### config.mk
export PLATFORM = sky130hd
export DESIGN_NAME = clk_mgmt_ctrl_top
export DESIGN_NICKNAME = d
export VERILOG_FILES = /design/src/hdl/clk_mgmt_cfg_pkg.sv /design/src/hdl/clk_mgmt_cmd_pkg.sv /design/src/hdl/dcm_job_if.sv /design/src/hdl/clk_mgmt_ctrl_top.sv /design/src/hdl/dcm_clkgen_loader.sv /design/src/hdl/dcm_phase_stepper.sv /design/src/hdl/dcm_cmd_dispatch.sv /design/src/hdl/clk_cmd_fifo.sv /design/src/hdl/clk_cmd_issuer.sv
export SDC_FILE = /design/constraint.sdc
export NUM_CORES = 1
export LEC_CHECK = 0
export BUFFER_PORTS_ARGS = -buffer_cell sky130_fd_sc_hd__buf_4
export CAP_MARGIN = 20
export CELL_PAD_IN_SITES_DETAIL_PLACEMENT = 1
export CELL_PAD_IN_SITES_GLOBAL_PLACEMENT = 2
export CORE_MARGIN = 2
export CORE_UTILIZATION = 38
export DETAILED_ROUTE_END_ITERATION = 12
export PLACE_DENSITY_LB_ADDON = 0.15
export SYNTH_ARGS = -nofsm -noshare
export SYNTH_HDL_FRONTEND = slang
export SYNTH_SLANG_ARGS = --single-unit
### constraint.sdc
create_clock -name clk_i -period 2.1 [get_ports clk_i]
set_clock_uncertainty 0.05 [all_clocks]
set_input_delay 0.42 -clock clk_i [delete_from_list [all_inputs] [get_ports clk_i]]
set_output_delay 0.42 -clock clk_i [all_outputs]
set_load 0.05 [all_outputs]
### src/hdl/clk_mgmt_cfg_pkg.sv
package clk_mgmt_cfg_pkg;

    localparam int PHASE_W = 9;                         // dcm phase range -255..255
    localparam int MD_W    = 8;                         // user multiply / divide width

    typedef logic signed [PHASE_W-1:0] phase_w_t;       // signed phase value
    typedef logic        [MD_W-1:0]    md_w_t;          // multiply or divide as given

    // programming stream of the generated clock, all bits lsb first
    localparam int         LEAD_W     = 2;              // lead-in bit pair
    localparam logic [1:0] LEAD_D     = 2'b01;          // load d: 1 then 0
    localparam logic [1:0] LEAD_M     = 2'b11;          // load m: 1 then 1
    localparam int         WORD_BITS  = LEAD_W + MD_W;  // lead-in plus value, 10 cycles
    localparam int         CLKGEN_GAP = 2;              // idle cycles between words

endpackage
### src/hdl/clk_mgmt_cmd_pkg.sv
package clk_mgmt_cmd_pkg;

    typedef enum logic {
        CMD_PHASE  = 1'b0,                              // step the phase shifter
        CMD_CLKGEN = 1'b1                               // reprogram generated clock
    } cmd_kind_e;

    typedef struct packed {
        clk_mgmt_cfg_pkg::md_w_t mul;                   // multiply as requested
        clk_mgmt_cfg_pkg::md_w_t div;                   // divide as requested
    } md_pair_t;

    // one 16 bit body, read by whichever engine the kind selects
    typedef union packed {
        logic signed [15:0] phase;                      // phase target, sign extended
        md_pair_t           md;                         // multiply / divide pair
    } cmd_body_u;

    typedef struct packed {
        cmd_kind_e kind;                                // selects the engine
        cmd_body_u body;                                // payload for that engine
    } cmd_word_t;

endpackage

### src/hdl/dcm_job_if.sv
interface dcm_job_if;

    logic                         start;                // one cycle job launch
    clk_mgmt_cmd_pkg::cmd_body_u  body;                 // valid with start
    logic                         busy;                 // worker engaged
    logic                         done;                 // one cycle completion

    modport master (
        output start,
        output body,
        input  busy,
        input  done
    );

    modport worker (
        input  start,
        input  body,
        output busy,
        output done
    );

endinterface

### src/hdl/clk_mgmt_ctrl_top.sv
module clk_mgmt_ctrl_top #(
    parameter int FIFO_DEPTH     = 4,                   // queued commands
    parameter int PSDONE_TIMEOUT = 64                   // psdone wait limit
) (
    input  logic                       clk_i,           // phase programming clock
    input  logic                       reset_i,
    input  logic                       phase_load_i,
    input  clk_mgmt_cfg_pkg::phase_w_t phase_requested_i,
    input  logic                       clkgen_load_i,
    input  clk_mgmt_cfg_pkg::md_w_t    clkgen_mul_i,
    input  clk_mgmt_cfg_pkg::md_w_t    clkgen_div_i,
    input  logic                       dcm_psdone_i,
    input  logic                       dcm_ps_overflow_i,
    input  logic                       dcm_progdone_i,
    output clk_mgmt_cfg_pkg::phase_w_t phase_actual_o,
    output logic                       phase_done_o,
    output logic                       clkgen_done_o,
    output logic                       cmd_error_o,
    output logic                       busy_o,
    output logic                       dcm_psen_o,
    output logic                       dcm_psincdec_o,
    output logic                       dcm_progen_o,
    output logic                       dcm_progdata_o
);
    import clk_mgmt_cmd_pkg::*;

    logic      push;
    logic      pop;
    logic      fifo_full;
    logic      fifo_not_empty;
    cmd_word_t iss_cmd;                                 // issuer to fifo
    cmd_word_t head_cmd;                                // fifo head to dispatcher

    dcm_job_if phase_job ();
    dcm_job_if clkgen_job ();

    clk_cmd_issuer u_issuer (
        .clk_i, .reset_i, .phase_load_i, .phase_requested_i,
        .clkgen_load_i, .clkgen_mul_i, .clkgen_div_i,
        .fifo_full_i (fifo_full),
        .push_o      (push),
        .cmd_o       (iss_cmd),
        .cmd_error_o
    );

    clk_cmd_fifo #(.FIFO_DEPTH(FIFO_DEPTH)) u_fifo (
        .clk_i, .reset_i,
        .push_i      (push),
        .cmd_i       (iss_cmd),
        .pop_i       (pop),
        .cmd_o       (head_cmd),
        .not_empty_o (fifo_not_empty),
        .full_o      (fifo_full)
    );

    dcm_cmd_dispatch u_dispatch (
        .clk_i, .reset_i,
        .cmd_i       (head_cmd),
        .not_empty_i (fifo_not_empty),
        .pop_o       (pop),
        .phase_done_o, .clkgen_done_o, .busy_o,
        .phase_job   (phase_job.master),
        .clkgen_job  (clkgen_job.master)
    );

    dcm_phase_stepper #(.PSDONE_TIMEOUT(PSDONE_TIMEOUT)) u_stepper (
        .clk_i, .reset_i,
        .psdone_i       (dcm_psdone_i),
        .ps_overflow_i  (dcm_ps_overflow_i),
        .psen_o         (dcm_psen_o),
        .psincdec_o     (dcm_psincdec_o),
        .phase_actual_o,
        .job            (phase_job.worker)
    );

    dcm_clkgen_loader u_loader (
        .clk_i, .reset_i,
        .progdone_i (dcm_progdone_i),
        .progen_o   (dcm_progen_o),
        .progdata_o (dcm_progdata_o),
        .job        (clkgen_job.worker)
    );

endmodule

### src/hdl/dcm_clkgen_loader.sv
module dcm_clkgen_loader (
    input  logic      clk_i,
    input  logic      reset_i,
    input  logic      progdone_i,
    output logic      progen_o,
    output logic      progdata_o,
    dcm_job_if.worker job
);
    import clk_mgmt_cfg_pkg::*;

    typedef enum logic [2:0] {
        ST_IDLE,
        ST_DWORD,                                       // lead-in d plus divide-1
        ST_GAP1,
        ST_MWORD,                                       // lead-in m plus multiply-1
        ST_GAP2,
        ST_GO,
        ST_WAIT                                         // hold for progdone
    } state_e;

    state_e                 state_q;
    logic [WORD_BITS-1:0]   shift_q;                    // serial word, lsb out first
    md_w_t                  mul_m1_q;                   // multiply-1 kept for second word
    logic [3:0]             cnt_q;                      // bit or gap counter
    logic                   word_end;
    logic                   gap_end;

    assign word_end = (cnt_q == 4'(WORD_BITS - 1));
    assign gap_end  = (cnt_q == 4'(CLKGEN_GAP - 1));

    always_ff @(posedge clk_i) begin
        if (reset_i) begin
            state_q <= ST_IDLE;
            cnt_q   <= '0;
        end else begin
            cnt_q <= cnt_q + 1'b1;
            case (state_q)
                ST_IDLE: begin
                    cnt_q <= '0;
                    if (job.start) state_q <= ST_DWORD;
                end
                ST_DWORD: if (word_end) begin
                    cnt_q   <= '0;
                    state_q <= ST_GAP1;
                end
                ST_GAP1: if (gap_end) begin
                    cnt_q   <= '0;
                    state_q <= ST_MWORD;
                end
                ST_MWORD: if (word_end) begin
                    cnt_q   <= '0;
                    state_q <= ST_GAP2;
                end
                ST_GAP2: if (gap_end) begin
                    state_q <= ST_GO;
                end
                ST_GO:   state_q <= ST_WAIT;
                default: if (progdone_i) state_q <= ST_IDLE; // new m/d active
            endcase
        end
    end

    always_ff @(posedge clk_i) begin
        if (state_q == ST_IDLE && job.start) begin
            shift_q  <= {job.body.md.div - 8'd1, LEAD_D};
            mul_m1_q <= job.body.md.mul - 8'd1;
        end else if (state_q == ST_GAP1) begin
            shift_q  <= {mul_m1_q, LEAD_M};             // preload second word
        end else begin
            shift_q  <= shift_q >> 1;
        end
    end

    assign progen_o   = (state_q == ST_DWORD) || (state_q == ST_MWORD) || (state_q == ST_GO);
    assign progdata_o = ((state_q == ST_DWORD) || (state_q == ST_MWORD)) && shift_q[0];

    assign job.busy = (state_q != ST_IDLE);
    assign job.done = (state_q == ST_WAIT) && progdone_i;

endmodule

### src/hdl/dcm_phase_stepper.sv
module dcm_phase_stepper #(
    parameter int PSDONE_TIMEOUT = 64                   // cycles to wait for psdone
) (
    input  logic                       clk_i,
    input  logic                       reset_i,
    input  logic                       psdone_i,
    input  logic                       ps_overflow_i,
    output logic                       psen_o,
    output logic                       psincdec_o,
    output clk_mgmt_cfg_pkg::phase_w_t phase_actual_o,
    dcm_job_if.worker                  job
);
    import clk_mgmt_cfg_pkg::*;

    localparam int TW = $clog2(PSDONE_TIMEOUT + 1);

    typedef enum logic [1:0] {
        ST_IDLE,
        ST_STEP,
        ST_WAIT,
        ST_FINISH
    } state_e;

    state_e          state_q;
    phase_w_t        target_q;                          // requested phase
    logic [TW-1:0]   tmo_q;                             // cycles spent in wait

    always_ff @(posedge clk_i) begin
        if (reset_i) begin
            state_q        <= ST_IDLE;
            psen_o         <= 1'b0;
            psincdec_o     <= 1'b0;
            phase_actual_o <= '0;
            tmo_q          <= '0;
        end else begin
            psen_o <= 1'b0;                             // single cycle enable
            case (state_q)
                ST_IDLE: begin
                    if (job.start) state_q <= ST_STEP;
                end
                ST_STEP: begin
                    if (phase_actual_o == target_q || ps_overflow_i) begin
                        state_q <= ST_FINISH;           // reached, or dcm at its limit
                    end else begin
                        psen_o     <= 1'b1;
                        psincdec_o <= (target_q > phase_actual_o); // 1 = increment
                        tmo_q      <= '0;
                        state_q    <= ST_WAIT;
                    end
                end
                ST_WAIT: begin
                    tmo_q <= tmo_q + 1'b1;
                    if (psdone_i) begin
                        if (psincdec_o) phase_actual_o <= phase_actual_o + 1'b1;
                        else            phase_actual_o <= phase_actual_o - 1'b1;
                        state_q <= ST_STEP;
                    end else if (tmo_q == TW'(PSDONE_TIMEOUT - 1)) begin
                        state_q <= ST_FINISH;           // no reply, give up on this step
                    end
                end
                default: state_q <= ST_IDLE;            // finish lasts one cycle
            endcase
        end
    end

    always_ff @(posedge clk_i) begin
        if (state_q == ST_IDLE && job.start) target_q <= job.body.phase[PHASE_W-1:0];
    end

    assign job.busy = (state_q != ST_IDLE);
    assign job.done = (state_q == ST_FINISH);

endmodule

### src/hdl/dcm_cmd_dispatch.sv
module dcm_cmd_dispatch (
    input  logic                        clk_i,
    input  logic                        reset_i,
    input  clk_mgmt_cmd_pkg::cmd_word_t cmd_i,
    input  logic                        not_empty_i,
    output logic                        pop_o,
    output logic                        phase_done_o,
    output logic                        clkgen_done_o,
    output logic                        busy_o,
    dcm_job_if.master                   phase_job,
    dcm_job_if.master                   clkgen_job
);
    import clk_mgmt_cmd_pkg::*;

    logic inflight_q;                                   // one command at a time
    logic engines_free;
    logic is_phase;

    assign engines_free = ~phase_job.busy & ~clkgen_job.busy;
    assign is_phase     = (cmd_i.kind == CMD_PHASE);

    // pop and launch in the same cycle
    assign pop_o = not_empty_i & ~inflight_q & engines_free;

    assign phase_job.start  = pop_o & is_phase;
    assign clkgen_job.start = pop_o & ~is_phase;
    assign phase_job.body   = cmd_i.body;               // union goes through whole
    assign clkgen_job.body  = cmd_i.body;

    always_ff @(posedge clk_i) begin
        if (reset_i) begin
            inflight_q    <= 1'b0;
            phase_done_o  <= 1'b0;
            clkgen_done_o <= 1'b0;
        end else begin
            phase_done_o  <= phase_job.done;            // one cycle after worker done
            clkgen_done_o <= clkgen_job.done;
            if (pop_o) begin
                inflight_q <= 1'b1;
            end else if (phase_done_o | clkgen_done_o) begin
                inflight_q <= 1'b0;                     // idle the cycle after the pulse
            end
        end
    end

    assign busy_o = inflight_q | not_empty_i;           // work running or queued

endmodule

### src/hdl/clk_cmd_fifo.sv
module clk_cmd_fifo #(
    parameter int FIFO_DEPTH = 4                        // power of two
) (
    input  logic                        clk_i,
    input  logic                        reset_i,
    input  logic                        push_i,
    input  clk_mgmt_cmd_pkg::cmd_word_t cmd_i,
    input  logic                        pop_i,
    output clk_mgmt_cmd_pkg::cmd_word_t cmd_o,
    output logic                        not_empty_o,
    output logic                        full_o
);
    import clk_mgmt_cmd_pkg::*;

    localparam int AW = $clog2(FIFO_DEPTH);

    cmd_word_t     mem [FIFO_DEPTH];                    // command storage
    logic [AW-1:0] wr_ptr_q;
    logic [AW-1:0] rd_ptr_q;
    logic [AW:0]   count_q;                             // fill level, 0..FIFO_DEPTH
    logic          do_push;
    logic          do_pop;

    assign do_push = push_i & ~full_o;                  // never overwrite
    assign do_pop  = pop_i & not_empty_o;

    always_ff @(posedge clk_i) begin
        if (reset_i) begin
            wr_ptr_q <= '0;
            rd_ptr_q <= '0;
            count_q  <= '0;
        end else begin
            if (do_push) wr_ptr_q <= wr_ptr_q + 1'b1;   // wraps at depth
            if (do_pop)  rd_ptr_q <= rd_ptr_q + 1'b1;
            case ({do_push, do_pop})
                2'b10:   count_q <= count_q + 1'b1;
                2'b01:   count_q <= count_q - 1'b1;
                default: count_q <= count_q;            // both or neither
            endcase
        end
    end

    always_ff @(posedge clk_i) begin
        if (do_push) mem[wr_ptr_q] <= cmd_i;
    end

    assign cmd_o       = mem[rd_ptr_q];                 // fall-through head
    assign not_empty_o = (count_q != '0);
    assign full_o      = (count_q == (AW + 1)'(FIFO_DEPTH));

endmodule

### src/hdl/clk_cmd_issuer.sv
module clk_cmd_issuer (
    input  logic                        clk_i,
    input  logic                        reset_i,
    input  logic                        phase_load_i,
    input  clk_mgmt_cfg_pkg::phase_w_t  phase_requested_i,
    input  logic                        clkgen_load_i,
    input  clk_mgmt_cfg_pkg::md_w_t     clkgen_mul_i,
    input  clk_mgmt_cfg_pkg::md_w_t     clkgen_div_i,
    input  logic                        fifo_full_i,
    output logic                        push_o,
    output clk_mgmt_cmd_pkg::cmd_word_t cmd_o,
    output logic                        cmd_error_o
);
    import clk_mgmt_cmd_pkg::*;

    logic      ph_v_q;                                  // phase command staged
    logic      cg_v_q;                                  // clkgen command staged
    logic      bad_q;                                   // rejected m/d request
    cmd_word_t ph_cmd_q;
    cmd_word_t cg_cmd_q;
    logic      cg_ok;

    assign cg_ok = (clkgen_mul_i >= 8'd2) && (clkgen_div_i != 8'd0); // dcm m/d limits

    always_ff @(posedge clk_i) begin
        if (reset_i) begin
            ph_v_q <= 1'b0;
            cg_v_q <= 1'b0;
            bad_q  <= 1'b0;
        end else begin
            ph_v_q <= phase_load_i;
            bad_q  <= clkgen_load_i & ~cg_ok;
            if (clkgen_load_i) begin
                cg_v_q <= cg_ok;
            end else if (!ph_v_q) begin
                cg_v_q <= 1'b0;                         // issued this cycle, unless phase went first
            end
        end
    end

    always_ff @(posedge clk_i) begin
        if (phase_load_i) begin
            ph_cmd_q.kind       <= CMD_PHASE;
            ph_cmd_q.body.phase <= phase_requested_i;   // signed, so sign extends
        end
        if (clkgen_load_i) begin
            cg_cmd_q.kind        <= CMD_CLKGEN;
            cg_cmd_q.body.md.mul <= clkgen_mul_i;
            cg_cmd_q.body.md.div <= clkgen_div_i;
        end
    end

    assign cmd_o       = ph_v_q ? ph_cmd_q : cg_cmd_q;  // phase has priority
    assign push_o      = (ph_v_q | cg_v_q) & ~fifo_full_i;
    assign cmd_error_o = bad_q | ((ph_v_q | cg_v_q) & fifo_full_i); // dropped request

endmodule

Word level (Yosys, flattened, before mapping)
Memories as Yosys holds them, arrays and structs flattened. A register that Yosys moved wholly into a read port is not among the register bits.
Index checks and enable logic that the tools add are counted.
{"block": "word_totals", "register_bits": 92, "latch_bits": 0, "ram_bits": 68, "rom_bits": 0, "inputBits": 32, "output_inout_bits": 17, "elab_cells": 140, "memories": 1}
{"block": "op_classes", "add_sub_neg": 10, "mul": 0, "div_mod_pow": 0, "n_lt_le_gt_ge": 2, "n_eq_ne": 25, "shifts": 0, "mux": 31, "bitwise": 22, "n_reduce_logical": 26}
{"name": "u_fifo.mem", "depth": 4, "width": 17, "rd": 1, "rd_ports_with_merged_regs": 1, "wr": 1, "line": "clk_cmd_fifo.sv:17", "source": "cmd_word_t mem [FIFO_DEPTH];"}
{"cell": "$mux 10", "n": 2}
{"cell": "$mux 3", "n": 6}
{"cell": "$pmux 3 s6", "n": 1}
{"cell": "$mux 17", "n": 1}
{"cell": "$sub 8x1->8 const B", "n": 2}
{"cell": "$pmux 7 s2", "n": 1}
{"cell": "$eq 3x3->1 const B", "n": 4}
{"cell": "$ne 2x1->1 const B", "n": 6}
{"cell": "$pmux 4 s3", "n": 1}
{"cell": "$and 1x1->1", "n": 10}
{"cell": "$mux 2", "n": 5}
{"cell": "$add 9x1->9 const B", "n": 1}
{"cell": "$eq 9x9->1", "n": 1}
{"cell": "$gt 9x9->1", "n": 1}
{"cell": "$mux 9", "n": 1}
{"cell": "$sub 9x1->9 const B", "n": 1}
{"cell": "$ge 8x2->1 const B", "n": 1}
{"cell": "$mux 1", "n": 8}
{"cell": "$mux 4", "n": 2}
{"cell": "$not 1->1", "n": 8}
{"cell": "$reduce_and 2->1", "n": 4}
{"cell": "$reduce_bool 2->1", "n": 4}
{"cell": "$reduce_bool 8->1", "n": 1}
{"cell": "$add 7x1->7 const B", "n": 1}
{"cell": "other kinds (25)", "n": 43}

Logic depth before layout (Yosys ltp)
{"block": "depth", "depth_word": 7, "depth_mapped": 10, "ltp_nobuf": 9}

Cells and area by module
Synthesis repeated with hierarchy kept, for this count alone.
{"block": "hier_totals", "cells_unflattened": 568, "area_unflattened_um2": 7402.1}
{"module": "clk_cmd_fifo", "instances": 1, "cells_per_inst": 141, "area_each_um2": 2967.8, "seq_area_each_um2": 2222.1}
{"module": "dcm_phase_stepper", "instances": 1, "cells_per_inst": 184, "area_each_um2": 1694.1, "seq_area_each_um2": 670.6}
{"module": "dcm_clkgen_loader", "instances": 1, "cells_per_inst": 127, "area_each_um2": 1293.7, "seq_area_each_um2": 580.6}
{"module": "clk_cmd_issuer", "instances": 1, "cells_per_inst": 72, "area_each_um2": 1086.0, "seq_area_each_um2": 810.8}
{"module": "dcm_cmd_dispatch", "instances": 1, "cells_per_inst": 44, "area_each_um2": 360.3, "seq_area_each_um2": 60.1}

Worst setup path after synthesis
Ideal clock, no wire load.
{"block": "synth_path", "path_kind": "register -> register", "start": "reg u_stepper.psincdec_o", "end": "reg u_stepper.phase_actual_o[8]", "setup_ps": 71, "arrival_time_ps": 2520, "required_ps": 1979, "setup_slack_ps": -541, "stages_incl_launch_ff": 9, "n_path_buf": 0, "synth_period_minus_slack_ps": 2641, "cell_sequence": "dfxtp_1 -> inv_1 -> fa_1 -> a21o_1 -> a21oi_1 -> o221ai_1 -> mux2i_1 -> or3_1 -> a21oi_1"}
{"block": "synth_via", "elab_chain_cells": 1}
{"element": "start: declaration", "line": "dcm_phase_stepper.sv:9", "source": "output logic psincdec_o,"}
{"element": "start signal: assignment", "line": "dcm_phase_stepper.sv:46", "source": "psincdec_o <= (target_q > phase_actual_o);"}
{"element": "$mux 9", "line": "dcm_phase_stepper.sv:54", "source": "if (psincdec_o) phase_actual_o <= phase_actual_o + 1'b1;"}
{"element": "end signal: assignment", "line": "dcm_phase_stepper.sv:54"}
{"element": "end signal: assignment", "line": "dcm_phase_stepper.sv:55", "source": "else phase_actual_o <= phase_actual_o - 1'b1;"}
{"element": "end: declaration", "line": "dcm_phase_stepper.sv:10", "source": "output clk_mgmt_cfg_pkg::phase_w_t phase_actual_o,"}
No other way between the ends.
A chain may end at the register's enable or synchronous reset.

==> impl_metrics.toml <==
[clocking]
cts_made_buffers = 17
root_buffer = "clkbuf_16"
cts_tree = "yes"
clockBufferDepth = 2
h-tree-depth = 4
clk_latency_ps = 430
cts_sinks = 162
clk_pin_slew_ps = 70

[place]
port_buffers = 48
place_area_sq_um = 7970
gp_congestion = 0.771
dp_hpwl_mm = 10.4
placedCellCount = 843
place_worst_setup_slack_ps = -180

[power]
clkPwrFrac = 0.275
peakVddDrop_v = 0.000759
seq_power_share = 0.383
pwr-share-comb = 0.342
switching_share = 0.321
power_density_nw_per_um2 = 1260
p_switching_uw = 3590
power.leakage_uw = 0.00329
power.internal_uw = 7590
p_total_uw = 11200

[synth]
synth_area_sq_um = 6910
ys_seq_area_frac = 0.629
ys_types = 52
async_flop_share = 0
post_synth.cell_area_avg_sq_um = 13.1
syn_nets = 587
yosys_warnings = 0
ys_seq_elements = 162
synthCells = 527
ys.flop_type = "edfxtp_1"
synth_edf_count = 110

[flow_run]
max-cap-violations = 0

[worst_setup_path]
criticalPathCategory = "flop to flop"
critPathMaxFanout = 7
required_ps = 2230
critPathLaunchType = "flop"
cp.arrival_ps = 2290
critPathCaptureType = "flop"

[global_routing]
met2_usage = 0.290
use_met3 = 0.0321
grt_pass1_vias = 4816
grt.busiest_layer = "met2"
grt_max_degree = 39
grt_use_met1 = 0.186
grt_antenna_before_repair = 0
track_usage = 0.160
grt_overflow = 0
grt_pass1_wl_mm = 24.2

[die]
core_area_sq_um = 17900
die_x_um = 139
die_h_um = 139
rows = 49
die-area_sq_um = 19300
start_util = 0.386
io_pins = 49

[timing]
fin_ws_ps = -61.8
fin_crit_sh = 1.03
setup_viol = 2
fin_crit_ps = 2160
hold_viol = 0
max_slew.worst_pin.slew_ps = 505
slew_viol_final = 0
rsz0062_at_grt = "true"
setup_tns_ps = -107
relSlewSlack = 0.660
fmax_ghz = 0.463

[layout]
layoutNonFillerInstCount = 886
final_cell_area_sq_um = 8850
drive_above_1_share = 0.349
num-nets-final = 704
syn_to_final_growth_pct = 28.1
num_antenna_cells = 0

[routing]
first_pass_iters = 4
viasPerCell = 4.90
drc_errors = 0
ant_nets = 0
drt_iter0_drc = 99
wirelength_mm = 14.6
via_count = 4342
wire_per_inst_um = 16.4

[min_path]
hp-start = "clkgen_mul_i[0]"
hp-class = "input pin to flop"

[outcome]
violations = "negative setup slack"
status = "finished, violations left"
## flip-flops by register name, summed over array words and instances, names as in the netlist, 4 cells and up, named ones only
signal	count
u_stepper.target_q	9
u_loader.mul_m1_q	8
u_loader.cnt_q	4
u_stepper.tmo_q	7
u_issuer.cg_cmd_q	16
u_fifo.mem	68
u_issuer.ph_cmd_q	9
u_stepper.phase_actual_o	9
u_loader.shift_q	10
## layout make-up
| cell class | count | area (sq um) |
|---|---|---|
| Clock buffer | 17 | 425 |
| Multi-Input combinational cell | 305 | 2510 |
| Inverter | 40 | 156 |
| Tap cell | 229 | 287 |
| Timing Repair Buffer | 118 | 948 |
| Sequential cell | 162 | 4360 |
| Fill cell | 1872 | 9050 |
| Clock inverter | 15 | 160 |
## what timing repair did
action | CTS | global route
cloned | 1 | 0
endpoints found under the setup margin | 10 | 28
hold endpoints to repair | 0 | 0
setup buffers | 8 | 4
resized for setup | 27 | 30
hold buffers | 0 | 0
pin swaps | 8 | 12
## worst paths after layout
kind / end / slack, ps / cells past startpoint
setup / recovery: u_loader.mul_m1_q[7] / -60 / 6
hold / removal: u_issuer.cg_cmd_q[8] / 110 / 1
setup reg to reg: u_loader.mul_m1_q[7] / -60 / 6
hold reg to reg: u_loader.shift_q[0] / 370 / 1
## synth_stat cells, types with 3 or more instances
cell type / number / area [sq um]
mux4_2: 13 / 293
xor2_1: 10 / 87.6
a211oi_1: 3 / 22.5
a21oi_1: 29 / 145
clkbuf_1: 16 / 60.1
o21ai_0: 21 / 105
dfxtp_1: 52 / 1040
a311oi_1: 3 / 26.3
a21o_1: 3 / 22.5
inv_1: 40 / 150
mux4_1: 4 / 105
and2_1: 6 / 37.5
nor2b_1: 4 / 25.0
o21a_1: 3 / 22.5
nand2b_1: 3 / 18.8
mux2_2: 11 / 124
ha_1: 26 / 325
nand3_1: 9 / 45.0
nor4_1: 6 / 37.5
and3b_1: 3 / 26.3
mux2i_1: 8 / 80.1
xnor2_1: 16 / 140
nand2_1: 34 / 128
nor3_1: 12 / 60.1
edfxtp_1: 110 / 3300
nor2_1: 44 / 165
or3_1: 5 / 31.3
## critical path: stages, from the launching register on
cell     delay [ps]
dfxtp_2         340
buf_12          130
mux4_2          500
or2_1           250
or4_4           430
nor3_2          130
xor2_1           80
## per-layer routing
| layer | vias to the layer above | part of all wire |
|---|---|---|
| met2 | 69 | 0.52 |
| met3 | 18 | 0.028 |
| met4 | 0 | 0.019 |
| li1 | 2151 | - |
| met1 | 2104 | 0.43 |
| met5 | - | 0 |
## cells by family after synthesis
logic type / after synthesis / share of synthesized area
adders and majority gates: 28 / 0.0529
DFF: 162 / 0.629
and+or+nand+nor: 142 / 0.102
AOI/OAI and AO/OA: 73 / 0.0621
muxes: 36 / 0.0871
xor gates and xnor gates: 26 / 0.0330
buffers and inverters: 60 / 0.0342
## power groups by stage
stage / Sequential [uW] / Clock (uW) / Combinational (uW)
3_3_place_gp: 4310 / 0 / 3210
5_1_grt: 4340 / 3270 / 4240
3_5_place_dp: 4340 / 0 / 3310
6_report: 4280 / 3070 / 3830
4_1_cts: 4280 / 3150 / 3720
2_1_floorplan: 4370 / 0 / 1970
## metrics by stage
stage | util | hold slack (ps)
after global routing | 0.494 | 97.8
after detailed placement | 0.445 | 355
after global placement | 0.445 | 357
after floorplan | - | 341
after CTS | 0.485 | 95.9
final | 0.494 | 113
## layout by cell type (no fill, tap or decap), types with 5 or more instances in the layout
master,count
nor2_1,40
inv_1,34
o21ai_0,19
inv_8,5
mux4_2,16
xnor2_1,16
nand3_1,8
mux2_2,11
buf_6,8
clkbuf_16,17
edfxtp_1,110
inv_6,5
buf_4,107
dfxtp_2,12
ha_4,6
xor2_1,9
mux2i_1,8
nand2_1,34
a21oi_1,25
dfxtp_1,39
ha_1,19
nor3_1,11
and2_1,6
(Power assumes the default switching activity.)
